[config.mk]
export PLATFORM = sky130hd
export DESIGN_NAME = bank_split_flat
export DESIGN_NICKNAME = d
export VERILOG_FILES = /design/src/axi_mem_pkg.sv /design/src/bank_req_if.sv /design/src/bank_split.sv /design/src/flat_wrapper.sv
export VERILOG_INCLUDE_DIRS = /design/src
export SDC_FILE = /design/constraint.sdc
export NUM_CORES = 1
export LEC_CHECK = 0
export ABC_AREA = 1
export BUFFER_PORTS_ARGS = -buffer_cell sky130_fd_sc_hd__buf_2
export CELL_PAD_IN_SITES_DETAIL_PLACEMENT = 1
export CELL_PAD_IN_SITES_GLOBAL_PLACEMENT = 1
export CORE_AREA = 2 2 183 185
export DETAILED_ROUTE_END_ITERATION = 6
export DIE_AREA = 0 0 185 187
export GPL_ROUTABILITY_DRIVEN = 0
export PLACE_DENSITY = 0.47
export SETUP_SLACK_MARGIN = 0.3
export SLEW_MARGIN = 20
export SYNTH_ARGS = -nofsm -noshare
export SYNTH_HDL_FRONTEND = slang
export SYNTH_SLANG_ARGS = --single-unit
[constraint.sdc]
create_clock -name clk_i -period 1.1 [get_ports clk_i]
set_input_delay 0 -clock clk_i [delete_from_list [all_inputs] [get_ports clk_i]]
set_output_delay 0 -clock clk_i [all_outputs]
set_load 0.005 [all_outputs]
[src/axi_mem_cfg.svh]
// Build-time configuration macros for the banked AXI memory
// AXI widths, bank geometry, bank read latency, R buffer depth
`ifndef AXI_MEM_CFG_SVH
`define AXI_MEM_CFG_SVH

// AXI ID width
`define AXI_MEM_ID_W 4

// Byte address width, 4 KiB of memory
`define AXI_MEM_ADDR_W 12

// AXI data width, one beat spans a pair of banks
`define AXI_MEM_DATA_W 64

// Number of SRAM banks
`define AXI_MEM_BANKS 4

// Data width of a single bank
`define AXI_MEM_BANK_DW 32

// Row address width inside one bank
`define AXI_MEM_ROW_W 8

// Bank read latency in cycles, at least 1
`define AXI_MEM_LATENCY 1

// R buffer entries, power of two
`define AXI_MEM_RFIFO_DEPTH 4

`endif

[src/axi_mem_pkg.sv]
// Shared types for the banked AXI memory
// Address union, AXI burst and response encodings, busy bit indices
`default_nettype none
`include "axi_mem_cfg.svh"

package axi_mem_pkg;

  // Byte address, used flat for incrementing or split into fields
  // Field order from MSB: bank row, bank pair select, byte in beat
  typedef union packed {
    logic [`AXI_MEM_ADDR_W-1:0] raw;
    struct packed {
      logic [`AXI_MEM_ROW_W-1:0]                row;
      logic                                     pair;
      logic [$clog2(`AXI_MEM_DATA_W / 8)-1:0]  byte_off;
    } f;
  } addr_u;

  // AXI burst type
  typedef enum logic [1:0] {
    FIXED = 2'b00,
    INCR  = 2'b01,
    WRAP  = 2'b10
  } burst_e;

  // AXI response codes in use
  // EXOKAY and DECERR never produced by this slave
  typedef enum logic [1:0] {
    OKAY   = 2'b00,
    SLVERR = 2'b10
  } resp_e;

  // Bit positions in the busy status
  // Write busy from AW accept until B handshake
  localparam int unsigned BUSY_WR = 0;
  // Read busy from AR accept until last R handshake
  localparam int unsigned BUSY_RD = 1;

endpackage

`default_nettype wire

[src/bank_req_if.sv]
// Wide-beat memory request link between the AXI front end and the bank splitter
// Single-cycle request strobe out, in-order read return strobe back
`default_nettype none
`include "axi_mem_cfg.svh"

interface bank_req_if;

  // Request strobe, never back-pressured
  logic                           req;
  // High for write, low for read
  logic                           we;
  // Beat address
  axi_mem_pkg::addr_u             addr;
  // Full beat of write data and byte enables
  logic [`AXI_MEM_DATA_W-1:0]     wdata;
  logic [`AXI_MEM_DATA_W/8-1:0]   be;

  // Read return strobe and data, in issue order
  logic                           rvalid;
  logic [`AXI_MEM_DATA_W-1:0]     rdata;

  // AXI side issues requests
  modport front (
    output req, we, addr, wdata, be,
    input  rvalid, rdata
  );

  // Bank side consumes requests, returns read data
  modport split (
    input  req, we, addr, wdata, be,
    output rvalid, rdata
  );

endinterface

`default_nettype wire

[src/bank_split.sv]
// Bank splitter for the banked AXI memory
// Steers a wide beat to one bank pair and regathers read data
`default_nettype none
`include "axi_mem_cfg.svh"

module bank_split (
  input  wire logic                                               clk_i,
  input  wire logic                                               rst_i,
  // Wide request link
  bank_req_if.split                                               mem,
  // Per-bank request vectors
  output logic [`AXI_MEM_BANKS-1:0]                               bank_req_o,
  output logic [`AXI_MEM_BANKS-1:0]                               bank_we_o,
  output logic [`AXI_MEM_BANKS-1:0][`AXI_MEM_ROW_W-1:0]           bank_addr_o,
  output logic [`AXI_MEM_BANKS-1:0][`AXI_MEM_BANK_DW-1:0]         bank_wdata_o,
  output logic [`AXI_MEM_BANKS-1:0][`AXI_MEM_BANK_DW/8-1:0]       bank_be_o,
  // Per-bank read data
  input  wire logic [`AXI_MEM_BANKS-1:0][`AXI_MEM_BANK_DW-1:0]    bank_rdata_i
);

  localparam int unsigned BANKS = `AXI_MEM_BANKS;
  localparam int unsigned DW    = `AXI_MEM_BANK_DW;
  localparam int unsigned BE_W  = `AXI_MEM_BANK_DW / 8;
  localparam int unsigned LAT   = `AXI_MEM_LATENCY;

  // Read tracking pipe with one stage per cycle of bank latency
  logic [LAT-1:0] vld_q;
  logic [LAT-1:0] pair_q;

  // Read access presented to the banks this cycle
  logic           acc_rd;
  logic           acc_pair;

  // The pair field enables two banks per beat
  always_ff @(posedge clk_i) begin
    if (rst_i) begin
      bank_req_o <= '0;
    end else begin
      for (int b = 0; b < BANKS; b++) begin
        bank_req_o[b] <= mem.req && ((b / 2) == int'(mem.addr.f.pair));
      end
    end
  end

  // Request payload
  // Even bank takes the low half of the beat and odd bank the high half
  always_ff @(posedge clk_i) begin
    for (int b = 0; b < BANKS; b++) begin
      bank_we_o[b]    <= mem.we;
      bank_addr_o[b]  <= mem.addr.f.row;
      bank_wdata_o[b] <= mem.wdata[(b % 2) * DW +: DW];
      bank_be_o[b]    <= mem.be[(b % 2) * BE_W +: BE_W];
    end
  end

  // Decode the access currently at the banks
  assign acc_rd   = |(bank_req_o & ~bank_we_o);
  assign acc_pair = |bank_req_o[BANKS-1:BANKS/2];

  // Valid pipe marks the reads in flight
  always_ff @(posedge clk_i) begin
    if (rst_i) begin
      vld_q <= '0;
    end else begin
      vld_q[0] <= acc_rd;
      for (int s = 1; s < LAT; s++) begin
        vld_q[s] <= vld_q[s-1];
      end
    end
  end

  // Pair select follows its valid bit
  always_ff @(posedge clk_i) begin
    pair_q[0] <= acc_pair;
    for (int s = 1; s < LAT; s++) begin
      pair_q[s] <= pair_q[s-1];
    end
  end

  // Each read returns LAT cycles after its bank access
  assign mem.rvalid = vld_q[LAT-1];
  assign mem.rdata  = {bank_rdata_i[{pair_q[LAT-1], 1'b1}],
                       bank_rdata_i[{pair_q[LAT-1], 1'b0}]};

endmodule

`default_nettype wire

[src/flat_wrapper.sv]
// flat-port wrapper written by rule: the top's interface ports become plain ports
module bank_split_flat 
  (clk_i, rst_i, bank_req_o, bank_we_o, bank_addr_o, bank_wdata_o, bank_be_o, bank_rdata_i, mem_req, mem_we, mem_addr, mem_wdata, mem_be, mem_rvalid, mem_rdata);
  bank_req_if mem_i ();
  input  wire logic clk_i;
  input  wire logic rst_i;
  output logic [`AXI_MEM_BANKS-1:0] bank_req_o;
  output logic [`AXI_MEM_BANKS-1:0] bank_we_o;
  output logic [`AXI_MEM_BANKS-1:0][`AXI_MEM_ROW_W-1:0] bank_addr_o;
  output logic [`AXI_MEM_BANKS-1:0][`AXI_MEM_BANK_DW-1:0] bank_wdata_o;
  output logic [`AXI_MEM_BANKS-1:0][`AXI_MEM_BANK_DW/8-1:0] bank_be_o;
  input  wire logic [`AXI_MEM_BANKS-1:0][`AXI_MEM_BANK_DW-1:0] bank_rdata_i;
  input wire logic [$bits(mem_i.req)-1:0] mem_req;
  input wire logic [$bits(mem_i.we)-1:0] mem_we;
  input wire logic [$bits(mem_i.addr)-1:0] mem_addr;
  input wire logic [$bits(mem_i.wdata)-1:0] mem_wdata;
  input wire logic [$bits(mem_i.be)-1:0] mem_be;
  output wire logic [$bits(mem_i.rvalid)-1:0] mem_rvalid;
  output wire logic [$bits(mem_i.rdata)-1:0] mem_rdata;
  assign mem_i.req = mem_req;
  assign mem_i.we = mem_we;
  assign mem_i.addr = mem_addr;
  assign mem_i.wdata = mem_wdata;
  assign mem_i.be = mem_be;
  assign mem_rvalid = mem_i.rvalid;
  assign mem_rdata = mem_i.rdata;
  bank_split u_core (.clk_i(clk_i), .rst_i(rst_i), .mem(mem_i), .bank_req_o(bank_req_o), .bank_we_o(bank_we_o), .bank_addr_o(bank_addr_o), .bank_wdata_o(bank_wdata_o), .bank_be_o(bank_be_o), .bank_rdata_i(bank_rdata_i));
endmodule
Word level (Yosys, flattened, before mapping) --
Cells that the tools add are included.
Operators by class: order comparisons 2, mux-type cells 4, bitwise operators 3, reduce and logical (&&, ||, !) cells 4
Operator list (count):
- 2-to-1 mux 32 bit | 4
- less-than comparator 2 x 3 -> 1 bit (second input constant) | 2
- bitwise AND 4 bit | 1
- inverter 4 bit | 1
- OR reduction 4 bit | 1
- logical AND 1 bit | 2
- OR reduction 2 bit | 1
- inverter 1 bit | 1
Word-level totals: register bits 86, input bits 216, output and inout bits 249, word-level logic and storage cells 22

Depth between registers and ports, before layout --
depth after elaboration 3, depth in mapped cells 4, gate-level depth less buffers 3

Least setup slack after synthesis --
OpenSTA, ideal clock, no wires.
path kind flip-flop to output port, from reg u_core.pair_q, to out mem_rdata[0], data arrival time 754 ps, data required time 1100 ps, setup slack 346 ps, cell stages (with the launch flop) 5, path buffers 2, cells stage by stage dfxtp_1 > buf_4 > clkbuf_8 > nand2_1 > nand2_1
Between the ends: word-level cells in the longest chain between the ends 2
RTL lines:
- from (decl) | RTL line bank_split.sv:28 | logic [LAT-1:0] pair_q;
- from (signal, indexed assignment) | RTL line bank_split.sv:76 | pair_q[s] <= pair_q[s-1];
- 2-to-1 mux 32 bit (not written as such) (2 in series) | RTL line bank_split.sv:83 | bank_rdata_i[{pair_q[LAT-1], 1'b0}]};
- to (decl) | RTL line flat_wrapper.sv:19 | output wire logic [$bits(mem_i.rdata)-1:0] mem_rdata;
No other way between the ends. The select of a mux whose other input is x is not followed.

Worst setup path in the final report --
from reg u_core.pair_q, to out mem_rdata[33]
Between the ends: word-level cells in the longest chain between the ends 2
RTL lines:
- 2-to-1 mux 32 bit (not written as such) (2 in series) | RTL line bank_split.sv:82 | assign mem.rdata = {bank_rdata_i[{pair_q[LAT-1], 1'b1}],
No other way between the ends. The select of a mux whose other input is x is not followed.

==> impl_metrics.toml <==
[cts]
cts_tree = "done"
ctsRootBufferMaster = "clkbuf_16"
clk_latency_ps = 340
max-clock-path-buffers = 2
clk_pin_slew_worst_paths_ps = 60
h-tree-depth = 3
cts_made_buffers = 9
clock-sinks = 85

[critical_path]
critPathMostFrequentCell = "nand2_1"
arrival_ps = 1300
crit_slowest_cell = "dfxtp_4"
endpoint_kind = "output pin"
max_stage_delay_ps = 410
path_class = "reg -> out"
crit_fanout = 35
cp_cell_sequence = "buf_12, nand2_1, nand2_1, buf_2"
crit_path_start_kind = "flop"
worst-path-buf-inv = 2
cp_top_family = "flip-flops"
worstPathRequired_ps = 1100

[synth]
ys.flop_type = "dfxtp_1"
synth_cells = 402
ys_warn_count = 0
synth_edf_count = 0
postSynthAreaPerCell_um2 = 8.32
ys_ff_latch = 85
ys_seq_area_frac = 0.509
synthMostInstantiatedCell = "nand2_1"
synthArstFlopShare = 0
syn_nets = 618
synth_top_cell_area_share = 0.509
yosys.area.top_type = "dfxtp_1"
synth.top_cells.by_count = "nand2_1, buf_4, dfxtp_1, buf_2, clkbuf_8"
syn_area_um2 = 3350
yosysUniqueCellTypes = 8
synthTopCellsByArea = "dfxtp_1, buf_4, nand2_1, clkbuf_8, buf_2"

[global_routing]
grt_max_degree = 36
grt-ovfl-total = 0
antenna_found_initial = 3
grt_pass1_wl_um = 24900
grt_use_met2 = 0.185
grt_use_total = 0.0965
use_met1 = 0.100
first_global_vias = 4429
use_met3 = 0.0261
top_usage_layer = "met2"

[route]
dr.pass1.iters = 4
wl_um = 18000
drt.antenna.violating_nets = 0
drc = 0
routedWlPerCell_um = 13.7
vias_per_cell = 3.15
dr_total_vias = 4120
drt_iter0_drc = 28

[final_layout]
fin_nets = 1068
drive_above_1_share = 0.667
area_growth_pct = 118

[placed_design]
portBuffers = 461
dp_hpwl_um = 13800

[outcome]
failed_checks = "setup timing"
outcome = "complete, but fails checks"

[timing]
period_share = 1.18
whs_ps = 255
rsz0062_at_grt = "yes"
setup_tns_ps = -7310
slew_headroom = 0.889
drv_slew = 0
max_freq_mhz = 772
min_period_ps = 1300
tightestPinTransition_ps = 166
fin_worst_skew_ps = 0.447
fin_ws_ps = -196
setup_viol = 64
final-hold-violation-count = 0

[die]
start_util = 0.102
core_area_um2 = 32900
die_h_um = 187
fp-row-count = 67
die_w_um = 185
ios = 465
die-area_um2 = 34600

[worst_hold_path]
worstHoldPathType = "in -> out"

[power_and_ir_drop]
p_leak_nw = 3.87
total_power_w = 0.00844
powerDensity_nw_per_um2 = 1160
vdd_drop_max_v = 0.000773

[flow_run]
cap_violations = 0
[logic make-up after synthesis]
| family | count (synthesis) | synth area share |
|---|---|---|
| buffers and inverters | 118 | 0.268 |
| flip-flops | 85 | 0.509 |
| AND/OR/NAND/NOR | 199 | 0.223 |
[registers in the layout (all words and copies together) (netlist names)]
register             flops
u_core.pair_q            1
u_core.bank_be_o         8
u_core.bank_wdata_o     64
u_core.bank_req_o        2
u_core.bank_we_o         1
u_core.mem.rvalid        1
u_core.bank_addr_o       8
[per-layer routing]
| metal | vias to the layer above | wire (µm) |
|---|---|---|
| met5 | - | 0 |
| met2 | 279 | 9310 |
| met3 | 16 | 1780 |
| met1 | 1826 | 6620 |
| met4 | 0 | 254 |
| li1 | 1999 | - |
[cells in the final DEF (no fill, tap or decap), types with 3 or more instances in the layout]
cell type / instances
nor2_1: 4
nand2_1: 194
buf_12: 4
dfxtp_2: 70
inv_6: 3
clkbuf_16: 9
buf_4: 3
buf_6: 81
dfxtp_4: 14
buf_2: 381
dlygate4sd3_1: 84
[what timing repair did]
item	in CTS	in global routing
endpoints found under the hold margin	84	0
buffers inserted	1	0
gates resized for setup	138	51
setup endpoints to repair	245	247
cloned	1	0
hold buffers	84	0
[per-stage QoR]
step,area (µm²),util,cells,setup slack [ps]
2_1_floorplan,3350,-,402,346
3_3_place_gp,5410,0.165,1203,149
3_5_place_dp,5410,0.165,1203,142
4_1_cts,6990,0.213,1305,-214
5_1_grt,7290,0.222,1307,-257
6_report,7290,0.222,1307,-196
[worst register-to-register path, stage by stage, from the launching register on]
cell and delay, ps:
dfxtp_4 360, buf_4 140, nor2_1 90, nor2_1 60
[path summary, 6_finish.rpt]
kind	cells past startpoint	slack (ps)	start	to
max	4	-200	u_core.pair_q$_DFF_P_	mem_rdata[33]
min	4	260	bank_rdata_i[59]	mem_rdata[59]
max reg2reg	3	340	u_core.bank_req_o[2]$_SDFF_PP0_	u_core.mem.rvalid$_SDFF_PP0_
min reg2reg	1	520	u_core.bank_req_o[2]$_SDFF_PP0_	u_core.pair_q$_DFF_P_
[cell type report]
class | instances | area, µm²
Fill cell | 4015 | 25600
Inverter | 3 | 16.3
Sequential cell | 85 | 1840
Clock inverter | 7 | 97.6
Tap cell | 448 | 561
Timing Repair Buffer | 554 | 3790
Clock buffer | 9 | 225
Antenna cell | 2 | 5.00
Multi-Input combinational cell | 199 | 749
[where the power goes]
part | leakage [nW] | switching [W] | internal (W)
combinational | 2.99 | 0.000616 | 0.00107
sequential | 0.723 | 0.000157 | 0.00326
clock | 0.152 | 0.00134 | 0.00200
total | 3.87 | 0.00211 | 0.00633
No activity file was read; power rests on OpenSTA's default activity.
