### src/axi_mem_cfg.svh
// Build-time configuration macros for the banked AXI memory
// AXI widths, bank geometry, bank read latency, R buffer depth
`ifndef AXI_MEM_CFG_SVH
`define AXI_MEM_CFG_SVH

// AXI ID width
`define AXI_MEM_ID_W 4

// Byte address width, 4 KiB of memory
`define AXI_MEM_ADDR_W 12

// AXI data width, one beat spans a pair of banks
`define AXI_MEM_DATA_W 64

// Number of SRAM banks
`define AXI_MEM_BANKS 4

// Data width of a single bank
`define AXI_MEM_BANK_DW 32

// Row address width inside one bank
`define AXI_MEM_ROW_W 8

// Bank read latency in cycles, at least 1
`define AXI_MEM_LATENCY 1

// R buffer entries, power of two
`define AXI_MEM_RFIFO_DEPTH 4

`endif

### src/axi_mem_pkg.sv
// Shared types for the banked AXI memory
// Address union, AXI burst and response encodings, busy bit indices
`default_nettype none
`include "axi_mem_cfg.svh"

package axi_mem_pkg;

  // Byte address, used flat for incrementing or split into fields
  // Field order from MSB: bank row, bank pair select, byte in beat
  typedef union packed {
    logic [`AXI_MEM_ADDR_W-1:0] raw;
    struct packed {
      logic [`AXI_MEM_ROW_W-1:0]                row;
      logic                                     pair;
      logic [$clog2(`AXI_MEM_DATA_W / 8)-1:0]  byte_off;
    } f;
  } addr_u;

  // AXI burst type
  typedef enum logic [1:0] {
    FIXED = 2'b00,
    INCR  = 2'b01,
    WRAP  = 2'b10
  } burst_e;

  // AXI response codes in use
  // EXOKAY and DECERR never produced by this slave
  typedef enum logic [1:0] {
    OKAY   = 2'b00,
    SLVERR = 2'b10
  } resp_e;

  // Bit positions in the busy status
  // Write busy from AW accept until B handshake
  localparam int unsigned BUSY_WR = 0;
  // Read busy from AR accept until last R handshake
  localparam int unsigned BUSY_RD = 1;

endpackage

`default_nettype wire

### src/bank_req_if.sv
// Wide-beat memory request link between the AXI front end and the bank splitter
// Single-cycle request strobe out, in-order read return strobe back
`default_nettype none
`include "axi_mem_cfg.svh"

interface bank_req_if;

  // Request strobe, never back-pressured
  logic                           req;
  // High for write, low for read
  logic                           we;
  // Beat address
  axi_mem_pkg::addr_u             addr;
  // Full beat of write data and byte enables
  logic [`AXI_MEM_DATA_W-1:0]     wdata;
  logic [`AXI_MEM_DATA_W/8-1:0]   be;

  // Read return strobe and data, in issue order
  logic                           rvalid;
  logic [`AXI_MEM_DATA_W-1:0]     rdata;

  // AXI side issues requests
  modport front (
    output req, we, addr, wdata, be,
    input  rvalid, rdata
  );

  // Bank side consumes requests, returns read data
  modport split (
    input  req, we, addr, wdata, be,
    output rvalid, rdata
  );

endinterface

`default_nettype wire

### src/axi_mem_front.sv
// AXI4 slave protocol engine for the banked memory
// AW/AR round-robin, INCR bursts, SLVERR for FIXED and WRAP,
// credit-counted R buffer and B response
`default_nettype none
`include "axi_mem_cfg.svh"

module axi_mem_front (
  input  wire logic                           clk_i,
  input  wire logic                           rst_i,
  // AW channel
  input  wire logic                           aw_valid_i,
  input  wire logic [`AXI_MEM_ID_W-1:0]       aw_id_i,
  input  wire logic [`AXI_MEM_ADDR_W-1:0]     aw_addr_i,
  input  wire logic [7:0]                     aw_len_i,
  input  wire logic [1:0]                     aw_burst_i,
  output logic                                aw_ready_o,
  // W channel
  input  wire logic                           w_valid_i,
  input  wire logic [`AXI_MEM_DATA_W-1:0]     w_data_i,
  input  wire logic [`AXI_MEM_DATA_W/8-1:0]   w_strb_i,
  input  wire logic                           w_last_i,
  output logic                                w_ready_o,
  // B channel
  output logic                                b_valid_o,
  output logic [`AXI_MEM_ID_W-1:0]            b_id_o,
  output logic [1:0]                          b_resp_o,
  input  wire logic                           b_ready_i,
  // AR channel
  input  wire logic                           ar_valid_i,
  input  wire logic [`AXI_MEM_ID_W-1:0]       ar_id_i,
  input  wire logic [`AXI_MEM_ADDR_W-1:0]     ar_addr_i,
  input  wire logic [7:0]                     ar_len_i,
  input  wire logic [1:0]                     ar_burst_i,
  output logic                                ar_ready_o,
  // R channel
  output logic                                r_valid_o,
  output logic [`AXI_MEM_ID_W-1:0]            r_id_o,
  output logic [`AXI_MEM_DATA_W-1:0]          r_data_o,
  output logic [1:0]                          r_resp_o,
  output logic                                r_last_o,
  input  wire logic                           r_ready_i,
  // Status
  output logic [1:0]                          busy_o,
  // Memory request link
  bank_req_if.front                           mem
);

  localparam int unsigned DEPTH = `AXI_MEM_RFIFO_DEPTH;
  localparam int unsigned PTR_W = $clog2(DEPTH);
  localparam int unsigned BEAT_BYTES = `AXI_MEM_DATA_W / 8;

  localparam logic [1:0] ST_IDLE  = 2'd0;
  localparam logic [1:0] ST_WRITE = 2'd1;
  localparam logic [1:0] ST_READ  = 2'd2;
  localparam logic [1:0] ST_RESP  = 2'd3;

  // Control state
  logic [1:0]                   state_q;
  logic                         rr_q;
  logic                         b_valid_q;
  logic [PTR_W:0]               cred_q;
  logic [PTR_W:0]               wr_ptr_q;
  logic [PTR_W:0]               rd_ptr_q;
  // Burst context
  logic                         err_q;
  logic [`AXI_MEM_ID_W-1:0]     id_q;
  axi_mem_pkg::addr_u           addr_q;
  logic [8:0]                   beats_q;
  logic [7:0]                   push_left_q;
  // R buffer storage
  logic [`AXI_MEM_DATA_W-1:0]   fifo_data_q [DEPTH];
  logic [DEPTH-1:0]             fifo_last_q;

  logic                         aw_hs;
  logic                         ar_hs;
  logic                         w_hs;
  logic                         r_hs;
  logic                         wr_last;
  logic                         rd_issue;
  logic                         push;
  logic [`AXI_MEM_DATA_W-1:0]   push_data;

  // Both ready while idle, one withdrawn on contention by round-robin
  // rr_q high gives the read side priority
  assign aw_ready_o = (state_q == ST_IDLE) && !(ar_valid_i && rr_q);
  assign ar_ready_o = (state_q == ST_IDLE) && !(aw_valid_i && !rr_q);
  assign w_ready_o  = (state_q == ST_WRITE);

  assign aw_hs = aw_valid_i && aw_ready_o;
  assign ar_hs = ar_valid_i && ar_ready_o;
  assign w_hs  = w_valid_i && w_ready_o;
  assign r_hs  = r_valid_o && r_ready_i;

  // Final W beat by count from AW len
  assign wr_last = (beats_q == 9'd1);

  // Read issue needs a beat left and a free buffer credit
  assign rd_issue = (state_q == ST_READ) && (beats_q != '0) &&
                    (cred_q < (PTR_W + 1)'(DEPTH));

  // Error reads bypass the banks and push zero beats directly
  assign push      = mem.rvalid || (rd_issue && err_q);
  assign push_data = err_q ? '0 : mem.rdata;

  // Memory request, error bursts never touch the banks
  assign mem.req   = (w_hs || rd_issue) && !err_q;
  assign mem.we    = (state_q == ST_WRITE);
  assign mem.addr  = addr_q;
  assign mem.wdata = w_data_i;
  assign mem.be    = w_strb_i;

  // B channel
  assign b_valid_o = b_valid_q;
  assign b_id_o    = id_q;
  assign b_resp_o  = err_q ? axi_mem_pkg::SLVERR : axi_mem_pkg::OKAY;

  // R channel straight from the buffer head
  assign r_valid_o = (wr_ptr_q != rd_ptr_q);
  assign r_data_o  = fifo_data_q[rd_ptr_q[PTR_W-1:0]];
  assign r_last_o  = fifo_last_q[rd_ptr_q[PTR_W-1:0]];
  assign r_id_o    = id_q;
  assign r_resp_o  = err_q ? axi_mem_pkg::SLVERR : axi_mem_pkg::OKAY;

  assign busy_o[axi_mem_pkg::BUSY_WR] = (state_q == ST_WRITE) || (state_q == ST_RESP);
  assign busy_o[axi_mem_pkg::BUSY_RD] = (state_q == ST_READ);

  // FSM, arbiter, credits and buffer pointers
  always_ff @(posedge clk_i) begin
    if (rst_i) begin
      state_q   <= ST_IDLE;
      rr_q      <= 1'b0;
      b_valid_q <= 1'b0;
      cred_q    <= '0;
      wr_ptr_q  <= '0;
      rd_ptr_q  <= '0;
    end else begin
      case (state_q)
        ST_IDLE: begin
          if (aw_hs) begin
            state_q <= ST_WRITE;
            rr_q    <= 1'b1;
          end else if (ar_hs) begin
            state_q <= ST_READ;
            rr_q    <= 1'b0;
          end
        end
        ST_WRITE: begin
          if (w_hs && wr_last) begin
            state_q <= ST_RESP;
          end
        end
        ST_RESP: begin
          // B raised one cycle late so the last write has landed
          if (b_valid_q && b_ready_i) begin
            b_valid_q <= 1'b0;
            state_q   <= ST_IDLE;
          end else begin
            b_valid_q <= 1'b1;
          end
        end
        default: begin
          // Read done once the last beat leaves the buffer
          if (r_hs && r_last_o) begin
            state_q <= ST_IDLE;
          end
        end
      endcase
      // Credits cover buffered beats plus reads in flight
      if (rd_issue && !r_hs) begin
        cred_q <= cred_q + 1'b1;
      end else if (!rd_issue && r_hs) begin
        cred_q <= cred_q - 1'b1;
      end
      if (push) begin
        wr_ptr_q <= wr_ptr_q + 1'b1;
      end
      if (r_hs) begin
        rd_ptr_q <= rd_ptr_q + 1'b1;
      end
    end
  end

  // Burst context and buffer contents
  always_ff @(posedge clk_i) begin
    if (aw_hs) begin
      id_q       <= aw_id_i;
      addr_q.raw <= aw_addr_i;
      err_q      <= (aw_burst_i != axi_mem_pkg::INCR);
      beats_q    <= {1'b0, aw_len_i} + 9'd1;
    end else if (ar_hs) begin
      id_q        <= ar_id_i;
      addr_q.raw  <= ar_addr_i;
      err_q       <= (ar_burst_i != axi_mem_pkg::INCR);
      beats_q     <= {1'b0, ar_len_i} + 9'd1;
      push_left_q <= ar_len_i;
    end else if (w_hs || rd_issue) begin
      // Flat increment wraps modulo the memory size
      addr_q.raw <= addr_q.raw + `AXI_MEM_ADDR_W'(BEAT_BYTES);
      beats_q    <= beats_q - 1'b1;
    end
    // WLAST out of step with AW len turns the burst into SLVERR
    if (w_hs && (w_last_i != wr_last)) begin
      err_q <= 1'b1;
    end
    if (push) begin
      fifo_data_q[wr_ptr_q[PTR_W-1:0]] <= push_data;
      fifo_last_q[wr_ptr_q[PTR_W-1:0]] <= (push_left_q == '0);
      push_left_q                      <= push_left_q - 1'b1;
    end
  end

endmodule

`default_nettype wire

### src/flat_wrapper.sv
// flat-port wrapper written by rule: the top's interface ports become plain ports
module axi_mem_front_flat 
  (clk_i, rst_i, aw_valid_i, aw_id_i, aw_addr_i, aw_len_i, aw_burst_i, aw_ready_o, w_valid_i, w_data_i, w_strb_i, w_last_i, w_ready_o, b_valid_o, b_id_o, b_resp_o, b_ready_i, ar_valid_i, ar_id_i, ar_addr_i, ar_len_i, ar_burst_i, ar_ready_o, r_valid_o, r_id_o, r_data_o, r_resp_o, r_last_o, r_ready_i, busy_o, mem_req, mem_we, mem_addr, mem_wdata, mem_be, mem_rvalid, mem_rdata);
  bank_req_if mem_i ();
  input  wire logic clk_i;
  input  wire logic rst_i;
  input  wire logic aw_valid_i;
  input  wire logic [`AXI_MEM_ID_W-1:0] aw_id_i;
  input  wire logic [`AXI_MEM_ADDR_W-1:0] aw_addr_i;
  input  wire logic [7:0] aw_len_i;
  input  wire logic [1:0] aw_burst_i;
  output logic aw_ready_o;
  input  wire logic w_valid_i;
  input  wire logic [`AXI_MEM_DATA_W-1:0] w_data_i;
  input  wire logic [`AXI_MEM_DATA_W/8-1:0] w_strb_i;
  input  wire logic w_last_i;
  output logic w_ready_o;
  output logic b_valid_o;
  output logic [`AXI_MEM_ID_W-1:0] b_id_o;
  output logic [1:0] b_resp_o;
  input  wire logic b_ready_i;
  input  wire logic ar_valid_i;
  input  wire logic [`AXI_MEM_ID_W-1:0] ar_id_i;
  input  wire logic [`AXI_MEM_ADDR_W-1:0] ar_addr_i;
  input  wire logic [7:0] ar_len_i;
  input  wire logic [1:0] ar_burst_i;
  output logic ar_ready_o;
  output logic r_valid_o;
  output logic [`AXI_MEM_ID_W-1:0] r_id_o;
  output logic [`AXI_MEM_DATA_W-1:0] r_data_o;
  output logic [1:0] r_resp_o;
  output logic r_last_o;
  input  wire logic r_ready_i;
  output logic [1:0] busy_o;
  output wire logic [$bits(mem_i.req)-1:0] mem_req;
  output wire logic [$bits(mem_i.we)-1:0] mem_we;
  output wire logic [$bits(mem_i.addr)-1:0] mem_addr;
  output wire logic [$bits(mem_i.wdata)-1:0] mem_wdata;
  output wire logic [$bits(mem_i.be)-1:0] mem_be;
  input wire logic [$bits(mem_i.rvalid)-1:0] mem_rvalid;
  input wire logic [$bits(mem_i.rdata)-1:0] mem_rdata;
  assign mem_req = mem_i.req;
  assign mem_we = mem_i.we;
  assign mem_addr = mem_i.addr;
  assign mem_wdata = mem_i.wdata;
  assign mem_be = mem_i.be;
  assign mem_i.rvalid = mem_rvalid;
  assign mem_i.rdata = mem_rdata;
  axi_mem_front u_core (.clk_i(clk_i), .rst_i(rst_i), .aw_valid_i(aw_valid_i), .aw_id_i(aw_id_i), .aw_addr_i(aw_addr_i), .aw_len_i(aw_len_i), .aw_burst_i(aw_burst_i), .aw_ready_o(aw_ready_o), .w_valid_i(w_valid_i), .w_data_i(w_data_i), .w_strb_i(w_strb_i), .w_last_i(w_last_i), .w_ready_o(w_ready_o), .b_valid_o(b_valid_o), .b_id_o(b_id_o), .b_resp_o(b_resp_o), .b_ready_i(b_ready_i), .ar_valid_i(ar_valid_i), .ar_id_i(ar_id_i), .ar_addr_i(ar_addr_i), .ar_len_i(ar_len_i), .ar_burst_i(ar_burst_i), .ar_ready_o(ar_ready_o), .r_valid_o(r_valid_o), .r_id_o(r_id_o), .r_data_o(r_data_o), .r_resp_o(r_resp_o), .r_last_o(r_last_o), .r_ready_i(r_ready_i), .busy_o(busy_o), .mem(mem_i));
endmodule
### config.mk
export PLATFORM = sky130hd
export DESIGN_NAME = axi_mem_front_flat
export DESIGN_NICKNAME = d
export VERILOG_FILES = /design/src/axi_mem_pkg.sv /design/src/bank_req_if.sv /design/src/axi_mem_front.sv /design/src/flat_wrapper.sv
export VERILOG_INCLUDE_DIRS = /design/src
export SDC_FILE = /design/constraint.sdc
export NUM_CORES = 1
export LEC_CHECK = 0
export BUFFER_PORTS_ARGS = -buffer_cell sky130_fd_sc_hd__buf_4
export CORE_MARGIN = 2
export CORE_UTILIZATION = 53
export CTS_CLUSTER_SIZE = 30
export DETAILED_ROUTE_END_ITERATION = 12
export HOLD_SLACK_MARGIN = 0.15
export PLACE_DENSITY = 0.91
export RECOVER_POWER = 25
export SYNTH_ARGS = -nofsm -noshare
export SYNTH_HDL_FRONTEND = slang
export SYNTH_SLANG_ARGS = --single-unit
export TNS_END_PERCENT = 5
### constraint.sdc
create_clock -name clk_i -period 11.44 [get_ports clk_i]
set_clock_uncertainty 0.05 [all_clocks]
set_input_delay 0 -clock clk_i [delete_from_list [all_inputs] [get_ports clk_i]]
set_output_delay 0 -clock clk_i [all_outputs]
set_load 0.005 [all_outputs]
# Word level (Yosys, flattened, before mapping)
# Memories as Yosys holds them, arrays and structs flattened. A register that Yosys moved wholly into a read port is not among the register bits.
# Index checks and enable logic that the tools add are counted.
[word_totals]
register_bits = 51
latchBits = 0
ramBits = 256
mem_bits_ro = 0
wordCells = 112
mem_count = 1
[op_classes]
n_addsub = 9
mul = 0
div_mod_pow = 0
magnitude_cmp = 4
eq_ne = 12
n_shift = 0
n_mux = 35
bitwise_logic = 0
reduce_logical = 39
[mem_list]
columns = ["name", "words", "width", "read_ports", "rd_ports_with_merged_regs", "write_ports", "line_no", "text"]
rows = [
  ["u_core.fifo_data_q", 4, 64, 1, 1, 1, "axi_mem_front.sv:71", "logic [`AXI_MEM_DATA_W-1:0] fifo_data_q [DEPTH];"],
]
[op_table]
columns = ["op", "count"]
rows = [
  ["$mux 64", 1],
  ["$mux 12", 3],
  ["$mux 9", 3],
  ["$mux 8", 3],
  ["$logic_and 1x1->1", 19],
  ["$add 8x1->9 const B", 2],
  ["$mux 2", 8],
  ["$add 12x4->12 const B", 1],
  ["$add 3x1->3 const B", 3],
  ["$eq 9x1->1 const B", 1],
  ["$mux 1", 9],
  ["$reduce_bool 9->1", 1],
  ["$sub 9x1->9 const B", 1],
  ["$logic_not 8->1", 1],
  ["$mux 4", 2],
  ["$sub 8x1->8 const B", 1],
  ["$logic_not 1->1", 6],
  ["$lt 2x3->1 const B", 2],
  ["$mux 3", 2],
  ["$ne 2x2->1 const B", 3],
  ["$pmux 2 s3", 1],
  ["$reduce_bool 2->1", 3],
  ["$bwmux 4", 1],
  ["$eq 2x2->1 const B", 2],
  ["other kinds (16)", 20],
]

# Depth between registers and ports, before layout
# Gate-level depths: netlist of the first run.
[logic_depth]
depth_word = 8
ltp_mapped = 9
depth_no_buf = 9

# Worst setup path before layout of the first run
# No wires, ideal clock.
[synth_path]
path_kind = "reg2reg"
start = "reg u_core.state_q[0]"
end = "mem u_core.fifo_data_q[0][0] (netlist name) (enable)"
arrival_ps = 4196
t_required_ps = 10894
path_slack_ps = 6698
stages_incl_launch_ff = 7
n_path_buf = 2
path_cell_list = "dfxtp_1 > buf_2 > or3b_1 > a41oi_4 > a21oi_4 > buf_6 > nor2b_1"
[synth_between]
elab_chain_cells = 7
[synth_lines]
columns = ["element", "line_no", "text"]
rows = [
  ["start, declared", "axi_mem_front.sv:58", "logic [1:0] state_q;"],
  ["start signal, assigned", "axi_mem_front.sv:130", "state_q <= ST_IDLE;"],
  ["start signal, assigned", "axi_mem_front.sv:140", "state_q <= ST_WRITE;"],
  ["start signal, assigned", "axi_mem_front.sv:143", "state_q <= ST_READ;"],
  ["$eq 2x2->1", "axi_mem_front.sv:98", "assign rd_issue = (state_q == ST_READ) && (beats_q != '0) &&"],
  ["$logic_and 1x1->1 (2 in series)", "axi_mem_front.sv:98", ""],
  ["$logic_and 1x1->1", "axi_mem_front.sv:102", "assign push = mem.rvalid || (rd_issue && err_q);"],
  ["$logic_or 1x1->1", "axi_mem_front.sv:102", ""],
  ["$mux 1", "axi_mem_front.sv:205", "if (push) begin"],
  ["$mux 1 (implied by the code)", "axi_mem_front.sv:206", "fifo_data_q[wr_ptr_q[PTR_W-1:0]] <= push_data;"],
  ["end, declared", "axi_mem_front.sv:71", ""],
]
# Every way passes these cells.

==> results.py, run 1 <==
metrics = {
    "setup_path": {
        "reg2reg_to": "u_core.err_q",
        "cp-start-kind": "flop",
        "crit_type": "flop to flop",
        "worst-r2r-cell-count": 4,
        "reg2reg_from": "u_core.err_q",
        "r2r_setup_slack_ns": 7.07,
        "worst_setup_path_end_kind": "flop",
        "path_max_fanout": 68,
        "crit_path_start": "u_core.err_q",
        "cp.arrival_ns": 4.80,
        "crit_end": "u_core.err_q",
        "required_ns": 11.87,
    },
    "drt": {
        "drt-wirelength-per-cell_microns": 21.9,
        "routed_wl_mm": 32.8,
        "dr.max_layer_used": "met4",
        "firstDrtPassIters": 6,
        "ant_nets": 0,
        "via_count": 8375,
        "routed_via_density": 5.59,
        "wl_met1_mm": 12.5,
        "wl_met2_mm": 16.5,
        "wl_met3_mm": 2.57,
        "drt-initial-drc-count": 638,
        "drc": 0,
    },
    "floorplan": {
        "die_area_sq_um": 26500,
        "initial_core_util_pct": 53.5,
        "die_w_microns": 163,
        "row_count": 58,
        "core_area_sq_um": 25000,
        "die_h_microns": 163,
        "io_pins": 367,
    },
    "timing": {
        "drv_slew": 69,
        "period_share_pct": 38.2,
        "fmax_ghz": 0.229,
        "hold_slack_ns": 0.255,
        "hold_violations": 0,
        "setup_viol": 0,
        "worstMarginPinSlew_ns": 3.57,
        "fin_setup_tns_ns": 0,
        "slew_headroom_pct": -138,
        "rsz0062_at_grt": "false",
        "period_minus_slack_ns": 4.37,
    },
    "finish": {
        "syn_to_final_growth_pct": 32.4,
        "nets": 1361,
        "drive_gt1_share_pct": 28.9,
        "final_cells": 1498,
        "final_cell_mix": "293 x edfxtp_1, 203 x dlygate4sd3_1, 201 x buf_4, 66 x nor2b_1, 65 x mux4_2",
        "final_util_pct": 70.9,
        "fin_area_sq_um": 17700,
        "mostFrequentLayoutCell": "edfxtp_1",
        "antenna_cells": 0,
    },
    "clock_network": {
        "insertion_delay_ns": 0.54,
        "cts_tree": "done",
        "cts.sinks": 309,
        "cts_buffer_depth": 3,
        "ctsResizeCount": 0,
        "numCtsBuffers": 30,
        "clk_pin_slew_ns": 0.06,
        "cts_root_buffer": "clkbuf_16",
        "htree_levels": 1,
    },
    "grt": {
        "gr-total-overflow": 0,
        "grt_antenna_before_repair": 0,
        "grt_pass1_wl_mm": 48.2,
        "grt_pass1_vias": 8717,
        "track_usage_pct": 24.0,
        "grt_max_degree": 69,
    },
    "synthesis": {
        "synth_adder_area_share_pct": 1.46,
        "synth.cell_area_sq_um": 13400,
        "synthXorXnorAreaFrac_pct": 2.43,
        "synth_flop_cell": "edfxtp_1",
        "synth-simple-area-share_pct": 7.19,
        "syn_inst": 802,
        "synth_compound_area_share_pct": 3.38,
        "synth_warnings": 0,
        "synth_edf_count": 293,
        "ys_async_sr_fraction_pct": 0,
        "yosysUniqueCellTypes": 57,
        "synth_top_family_by_area": "multiplexers",
        "synth_seq_area_share_pct": 68.3,
        "syn_area_per_cell_sq_um": 16.7,
        "synth_mux_area_share_pct": 11.3,
        "synth-seq-cells": 309,
    },
    "placed_design": {
        "post_dp_cell_area_sq_um": 14700,
        "place.gp.congestion": 0.838,
        "dp.cells": 1244,
        "io_buffers": 220,
        "hpwl_mm": 17.7,
    },
    "pwr": {
        "p_per_area_nw_per_um2": 192,
        "ir_drop_v": 0.000115,
        "leakage_nw": 6.41,
    },
    "status": {
        "status": "complete, but fails checks",
        "violations": "max-capacitance violations, max-slew violations",
    },
    "run": {
        "max_cap_viol_count": 1,
    },
    "hold_path": {
        "hp-class": "input pin to flop",
    },
}
## sequential cells by signal (all words and copies together) (netlist names), named ones only
register            cells
u_core.mem.addr        12
u_core.beats_q          9
u_core.rd_ptr_q         3
u_core.push_left_q      8
u_core.state_q          2
u_core.b_id_o           4
u_core.wr_ptr_q         3
u_core.fifo_last_q      4
u_core.b_valid_o        1
u_core.err_q            1
u_core.rr_q             1
u_core.fifo_data_q    256
u_core.cred_q           3
## how the worst min path moves through the flow
stage,from,end,slack (ns),depth (start not counted)
floorplan,ar_valid_i,aw_ready_o,0.03,1
CTS,ar_id_i[3],u_core.b_id_o[3],0.19,4
detailed placement,w_strb_i[1],mem_be[1],-0.05,0
global route,rst_i,u_core.cred_q[2],0.24,3
global placement,w_strb_i[1],mem_be[1],-0.05,0
finish,rst_i,u_core.cred_q[2],0.26,3
## where the power goes
group / internal (mW) / switching [mW] / total (mW)
clock: 0.556 / 0.394 / 0.950
combinational: 0.477 / 0.419 / 0.896
sequential: 1.45 / 0.104 / 1.55
## Yosys cell counts, types with 2 or more instances
| master | n | area [sq um] |
|---|---|---|
| o21ai_0 | 19 | 95.1 |
| nor4b_1 | 2 | 17.5 |
| nor3_1 | 3 | 15.0 |
| and3_1 | 3 | 18.8 |
| a21oi_1 | 7 | 35.0 |
| a22o_1 | 3 | 26.3 |
| edfxtp_1 | 293 | 8800 |
| nand3_1 | 19 | 95.1 |
| nand2_1 | 39 | 146 |
| or3_1 | 2 | 12.5 |
| nor2_1 | 27 | 101 |
| mux2i_1 | 3 | 30.0 |
| xnor2_1 | 22 | 193 |
| mux4_2 | 65 | 1460 |
| and2_1 | 2 | 12.5 |
| ha_1 | 14 | 175 |
| clkbuf_1 | 19 | 71.3 |
| o21ai_1 | 9 | 45.0 |
| xor2_1 | 15 | 131 |
| nor3_2 | 2 | 20.0 |
| buf_4 | 81 | 608 |
| nor2b_1 | 69 | 432 |
| o211ai_1 | 2 | 15.0 |
| a41o_1 | 2 | 20.0 |
| inv_1 | 11 | 41.3 |
| dfxtp_1 | 16 | 320 |
| a22oi_1 | 10 | 75.1 |
| nand4_1 | 2 | 12.5 |
| buf_2 | 13 | 65.1 |
## per-layer routing
metal | track usage, % | vias up
met3 | 3.92 | 93
li1 | - | 3660
met5 | 0 | -
met1 | 31.1 | 4122
met4 | 9.13 | 0
met2 | 41.1 | 500
## critical path, cell delays in order, from the launching register on
cell	delay, ns
dfxtp_1	0.37
clkbuf_1	2.52
o21ai_0	0.43
o221ai_1	0.34
dlygate4sd3_1	0.59
## cell families after synthesis
kind of cell,count (synthesis)
adder cells (fa/ha/maj),15
XOR/XNOR,37
other,1
multiplexers,69
flip-flops,309
AO/OA/AOI/OAI,66
AND/OR/NAND/NOR,179
buffers and inverters,126
## through the flow
stage | setup WS (ns) | total power [mW]
after detailed placement | 8.62 | 2.38
final | 7.07 | 3.40
after global placement | 8.69 | 2.35
after global routing | 6.86 | 3.54
after CTS | 8.19 | 3.41
after floorplan | 6.70 | 2.03
## cell type report
class / count / area (sq um)
well taps: 330 / 413
flip-flops and latches: 309 / 9130
clock inverters: 16 / 156
multi-input cells: 368 / 3470
fillers: 1467 / 7270
repair buffers: 429 / 3700
inverters: 11 / 41.3
clock buffers: 35 / 791
## timing repair
item                                   CTS  global route
endpoints found under the hold margin  385             0
hold buffers                           203             0
buffers inserted                         0             0
Note: power is estimated with default switching activity, not from simulation.
==> inputs of run 2 (changes only) <==
Settings changed: ABC_AREA set to 1, CORE_UTILIZATION 53 to 48, PLACE_DENSITY 0.91 to 0.87.
Clock period 11.44 ns to 3.8 ns, I/O delays scaled along.
==> run 2 against run 1 <==
The flow still finishes with violations (max-capacitance violations, max-slew violations). Clock power increased to 3.0 times the previous value. Combinational power increased to 5.0 times the previous value. Utilization decreased by 6.5 points. Hold slack got worse by 0.047 ns. Via count increased by 30%. Worst setup slack got worse by 6.6 ns. Area after synthesis increased by 4.2%. Synthesized cell count increased by 55%. Critical path depth increased by 4. Final cell count increased by 34%.
==> results.py, run 2 <==
metrics = {
    "status": {
        "status": "complete, but fails checks",
        "violations": "max-capacitance violations, max-slew violations",
    },
    "finish": {
        "nets": 1804,
        "mostFrequentLayoutCell": "edfxtp_1",
        "largest_reg_flops": 256,
        "fin_area_sq_um": 18400,
        "syn_to_final_growth_pct": 32.5,
        "final_cells": 2001,
        "drive_gt1_share_pct": 17.9,
        "final_util_pct": 64.4,
        "final_cell_mix": "293 x edfxtp_1, 225 x dlygate4sd3_1, 217 x nor2_1, 198 x buf_4, 148 x o21ai_0",
    },
    "synthesis": {
        "synth.cell_area_sq_um": 13900,
        "synth_edf_count": 293,
        "yosysTopAreaCell": "edfxtp_1",
        "synth-seq-cells": 309,
        "synth_area_leaders": "edfxtp_1 63%, nor2_1 5.8%, o21ai_0 5.3%",
        "syn_inst": 1243,
        "synth_warnings": 0,
        "yosysUniqueCellTypes": 46,
        "yosysMostFrequentCell": "edfxtp_1",
        "synth_flop_cell": "edfxtp_1",
        "synth_common_cells": "293 x edfxtp_1, 216 x nor2_1, 148 x o21ai_0",
        "syn_area_per_cell_sq_um": 11.2,
        "synth_seq_area_share_pct": 65.5,
        "synth_top_cell_area_share_pct": 63.2,
        "ys_async_sr_fraction_pct": 0,
    },
    "pwr": {
        "p_per_area_nw_per_um2": 677,
        "leakage_nw": 7.30,
        "p_total_mw": 12.5,
        "ir_drop_v": 0.000492,
    },
    "setup_path": {
        "crit_type": "flop to flop",
        "cp-start-kind": "flop",
        "worst_setup_path_end_kind": "flop",
        "cp.arrival_ns": 3.35,
        "required_ns": 3.80,
        "path_max_fanout": 18,
    },
    "clock_network": {
        "insertion_delay_ns": 0.56,
        "ctsResizeCount": 0,
        "numCtsBuffers": 30,
        "cts_buffer_depth": 3,
        "post_cts_buffers": 0,
        "cts.sinks": 309,
        "clk_pin_slew_ns": 0.06,
        "cts_tree": "done",
        "cts_root_buffer": "clkbuf_16",
        "hold_buffers": 225,
        "htree_levels": 1,
    },
    "hold_path": {
        "hp-class": "input pin to flop",
    },
    "floorplan": {
        "row_count": 62,
        "initial_core_util_pct": 48.6,
        "die_h_microns": 174,
        "die_w_microns": 174,
        "die_area_sq_um": 30400,
        "core_area_sq_um": 28600,
        "io_pins": 367,
    },
    "drt": {
        "drt-wirelength-per-cell_microns": 18.8,
        "ant_nets": 0,
        "dr.max_layer_used": "met4",
        "wl_met2_mm": 18.9,
        "drc": 0,
        "wl_met1_mm": 13.7,
        "via_count": 10900,
        "drt-initial-drc-count": 1138,
        "wl_met3_mm": 3.72,
        "routed_wl_mm": 37.6,
        "firstDrtPassIters": 5,
        "routed_via_density": 5.46,
    },
    "run": {
        "max_cap_viol_count": 1,
    },
    "timing": {
        "worst_slack_ns": 0.449,
        "hold_slack_ns": 0.208,
        "period_share_pct": 88.2,
        "slew_headroom_pct": -22.7,
        "drv_slew": 69,
        "setup_viol": 0,
        "fmax_ghz": 0.298,
        "hold_violations": 0,
        "period_minus_slack_ns": 3.35,
        "fin_setup_tns_ns": 0,
        "worstMarginPinSlew_ns": 1.84,
        "rsz0062_at_grt": "false",
    },
    "placed_design": {
        "io_buffers": 220,
        "hpwl_mm": 20.6,
        "post_dp_cell_area_sq_um": 15300,
        "dp.cells": 1719,
        "pre_cts_ws_ns": 1.21,
        "place.gp.congestion": 0.896,
    },
    "grt": {
        "grt_antenna_before_repair": 2,
        "track_usage_pct": 23.7,
        "gr-total-overflow": 0,
        "grt_pass1_wl_mm": 56.8,
        "grt_max_degree": 129,
        "grt_pass1_vias": 10900,
    },
}
run 2: cell types whose count changed in the layout (fill, tap and decap cells not counted), sizes merged, moves of 56 or more:
cell	before	now
inv	11	127
mux4	65	0
nand2	39	95
nor2	27	227
nor2b	70	0
o21ai	28	159
o22ai	1	65
run 2: per-layer routing:
metal | vias up | track usage (%)
met5 | - | 0
met4 | 0 | 8.51
met3 | 110 | 4.75
met2 | 717 | 42.4
met1 | 5169 | 28.4
li1 | 4922 | -
run 2: final timing paths:
path | start | endpoint | slack (ns) | cells after the start
setup / recovery | u_core.state_q[1] | u_core.mem.addr[5] | 0.45 | 8
hold / removal | rst_i | u_core.rd_ptr_q[2] | 0.21 | 3
setup reg to reg | u_core.state_q[1] | u_core.mem.addr[5] | 0.45 | 8
hold reg to reg | u_core.cred_q[1] | u_core.cred_q[1] | 0.43 | 2
run 2: area by class of cell:
type	instances	area, sq um
fill	1964	10200
clock inverter	19	176
inverter	125	479
timing repair buffer	453	3950
clock buffer	36	773
multi-input combinational	673	3450
antenna	2	5.00
tap	384	480
sequential	309	9120
run 2: kinds of logic after synthesis:
| kind of cell | after synthesis | share of synthesized area, % |
|---|---|---|
| AOI/OAI and AO/OA | 262 | 10.5 |
| xor gates and xnor gates | 19 | 1.20 |
| adders and majority gates | 15 | 1.40 |
| buffers and inverters | 262 | 9.75 |
| DFF | 309 | 65.5 |
| other | 1 | 0.0269 |
| and+or+nand+nor | 375 | 11.6 |
run 2: power breakdown:
part,switching [mW],total (mW),internal [mW]
sequential,0.340,5.18,4.84
clock,1.26,2.86,1.60
combinational,2.64,4.45,1.81
run 2: worst max-delay path: stages, from the launching register on:
cell and delay [ns]:
dfxtp_1 0.44, nor2_1 0.13, nand2_1 0.07, inv_1 0.10, nand2_8 0.13, dlygate4sd3_1 0.82, nand2_4 0.18, inv_1 0.22
nand3_1 0.69
==> inputs of run 3 (changes only) <==
Settings changed: ABC_AREA 1 to not set.
==> run 3 against run 2 <==
The flow still finishes with violations (max-capacitance violations, max-slew violations). Register-to-register slack worse by 0.03 ns. Critical endpoint is now u_core.err_q. Die area is 3.9% lower. Worst setup slack worse by 0.029 ns. Sequential power decreased by 9.3%. Combinational power fell by 39%. Clock power increased by 6%. Total power shrank 16%. Cell area fell by 2.6%. Via count fell by 23%. Critical path depth down 2.
==> results.py, run 3 (synthesis gave the netlist of run 1 again) <==
metrics = {
    "grt": {
        "grt_antenna_before_repair": 1,
        "track_usage_pct": 21.6,
        "grt_pass1_vias": 8727,
        "gr-total-overflow": 0,
        "grt_pass1_wl_mm": 47.9,
        "grt_max_degree": 69,
    },
    "timing": {
        "worst_slack_ns": 0.419,
        "fmax_ghz": 0.296,
        "drv_slew": 69,
        "slew_headroom_pct": -15.1,
        "period_minus_slack_ns": 3.38,
        "rsz0062_at_grt": "false",
        "worstMarginPinSlew_ns": 1.73,
        "period_share_pct": 89.0,
        "setup_viol": 0,
        "hold_violations": 0,
    },
    "floorplan": {
        "initial_core_util_pct": 48.4,
        "core_area_sq_um": 27600,
        "die_h_microns": 171,
        "die_w_microns": 171,
        "row_count": 61,
        "die_area_sq_um": 29200,
        "io_pins": 367,
    },
    "drt": {
        "routed_via_density": 5.45,
        "drt-wirelength-per-cell_microns": 21.2,
        "routed_wl_mm": 32.8,
        "via_count": 8457,
        "ant_nets": 0,
        "drt-initial-drc-count": 825,
        "drc": 0,
        "firstDrtPassIters": 5,
    },
    "setup_path": {
        "crit_slowest_cell": "and2_1",
        "path_delay_family": "buffers and inverters",
        "cp.arrival_ns": 3.81,
        "crit_type": "flop to flop",
        "cp-start-kind": "flop",
        "path_cells": "a211oi_1, and2_1, o21ai_0, dlygate4sd3_1, o221ai_1, dlygate4sd3_1",
        "cp_common_cell": "dlygate4sd3_1",
        "path_max_fanout": 27,
        "crit_path_start": "u_core.state_q[0]",
        "max_stage_delay_ns": 0.89,
        "required_ns": 4.23,
        "crit_buf_inv": 2,
        "reg2reg_from": "u_core.state_q[0]",
        "worst_setup_path_end_kind": "flop",
    },
    "hold_path": {
        "hp-class": "input pin to flop",
        "min_from": "ar_addr_i[1]",
    },
    "finish": {
        "register_area_sq_um": 9130,
        "fin_area_sq_um": 18000,
        "drive_gt1_share_pct": 29.3,
        "final_cell_mix": "293 x edfxtp_1, 204 x dlygate4sd3_1, 197 x buf_4, 66 x nor2b_1, 65 x mux4_2",
        "multi_input_area_sq_um": 3470,
        "largest_reg_flops": 256,
        "nets": 1366,
        "mostFrequentLayoutCell": "edfxtp_1",
        "antenna_cells": 0,
        "syn_to_final_growth_pct": 34.5,
        "fill_cells": 1848,
    },
    "clock_network": {
        "numCtsBuffers": 30,
        "cts_root_buffer": "clkbuf_16",
        "cts.sinks": 309,
        "insertion_delay_ns": 0.54,
        "cts_buffer_depth": 3,
        "cts_tree": "done",
        "clk_pin_slew_ns": 0.06,
        "htree_levels": 1,
    },
    "pwr": {
        "p_per_area_nw_per_um2": 581,
        "ir_drop_v": 0.000332,
        "leakage_nw": 6.49,
    },
    "run": {
        "max_cap_viol_count": 1,
    },
    "status": {
        "status": "complete, but fails checks",
        "violations": "max-capacitance violations, max-slew violations",
    },
    "placed_design": {
        "hpwl_mm": 18.6,
        "io_buffers": 220,
        "place.gp.congestion": 0.852,
        "post_dp_cell_area_sq_um": 14900,
        "pre_cts_ws_ns": 1.11,
    },
}
## run 3: changes by cell type in the layout (fill, tap and decap cells not counted), moves of 12 or more
cell / previous run / this run
nor2_1: 217 / 27
o21ai_0: 148 / 19
inv_1: 118 / 11
nor2b_1: 0 / 66
mux4_2: 0 / 65
o22ai_1: 65 / 1
nand2_1: 89 / 39
dlygate4sd3_1: 225 / 204
xnor2_1: 7 / 22
nand3_1: 32 / 19
a21oi_1: 19 / 7
## run 3: worst min-delay path, stage by stage
cell and delay [ns]:
buf_4 0.08, a22o_1 0.12, dlygate4sd3_1 0.54
## run 3: path summary, 6_finish.rpt
| kind | cells after the start | to | slack [ns] |
|---|---|---|---|
| setup / recovery | 6 | u_core.err_q | 0.42 |
| hold / removal | 3 | u_core.mem.addr[1] | 0.26 |
| setup reg to reg | 6 | u_core.err_q | 0.42 |
| hold reg to reg | 2 | u_core.cred_q[1] | 0.49 |
## run 3: what timing repair did
action,in CTS,in global routing
gates resized for setup,0,0
hold buffers,204,0
setup buffers,0,0
endpoints found under the hold margin,385,0
## run 3: cell type report
cell class | count | area share [%]
flip-flops and latches | 309 | 50.8
repair buffers | 434 | 21.4
multi-input cells | 368 | 19.3
clock buffers | 35 | 4.40
well taps | 378 | 2.63
clock inverters | 18 | 1.23
inverters | 11 | 0.230
## run 3: stage by stage
| step | std cells | power (mW) | TNS (ns) | utilization [%] | hold slack [ns] |
|---|---|---|---|---|---|
| floorplan | 803 | 6.11 | -175.60 | - | 0.0301 |
| global placement | 1296 | 7.15 | 0 | 54.1 | -0.0500 |
| detailed placement | 1296 | 7.24 | 0 | 54.1 | -0.0500 |
| CTS | 1553 | 10.4 | 0 | 65.1 | 0.197 |
| global route | 1553 | 10.9 | 0 | 65.0 | 0.263 |
| finish | 1553 | 10.4 | 0 | 65.0 | 0.263 |
## run 3: where the power goes
group | total [mW] | internal [mW] | switching [mW]
logic | 2.72 | 1.47 | 1.24
clock network | 3.02 | 1.82 | 1.20
registers | 4.70 | 4.35 | 0.353
total | 10.4 | 7.64 | 2.80
## run 3: metal layers
metal  vias up  global-route usage, %  routed length, microns
met5         -                      0                      11
met4         2                   7.74                    1150
met3        82                   3.45                    2360
met2       507                   39.2                   17200
met1      4192                   26.1                   12100
li1       3674                      -                       -
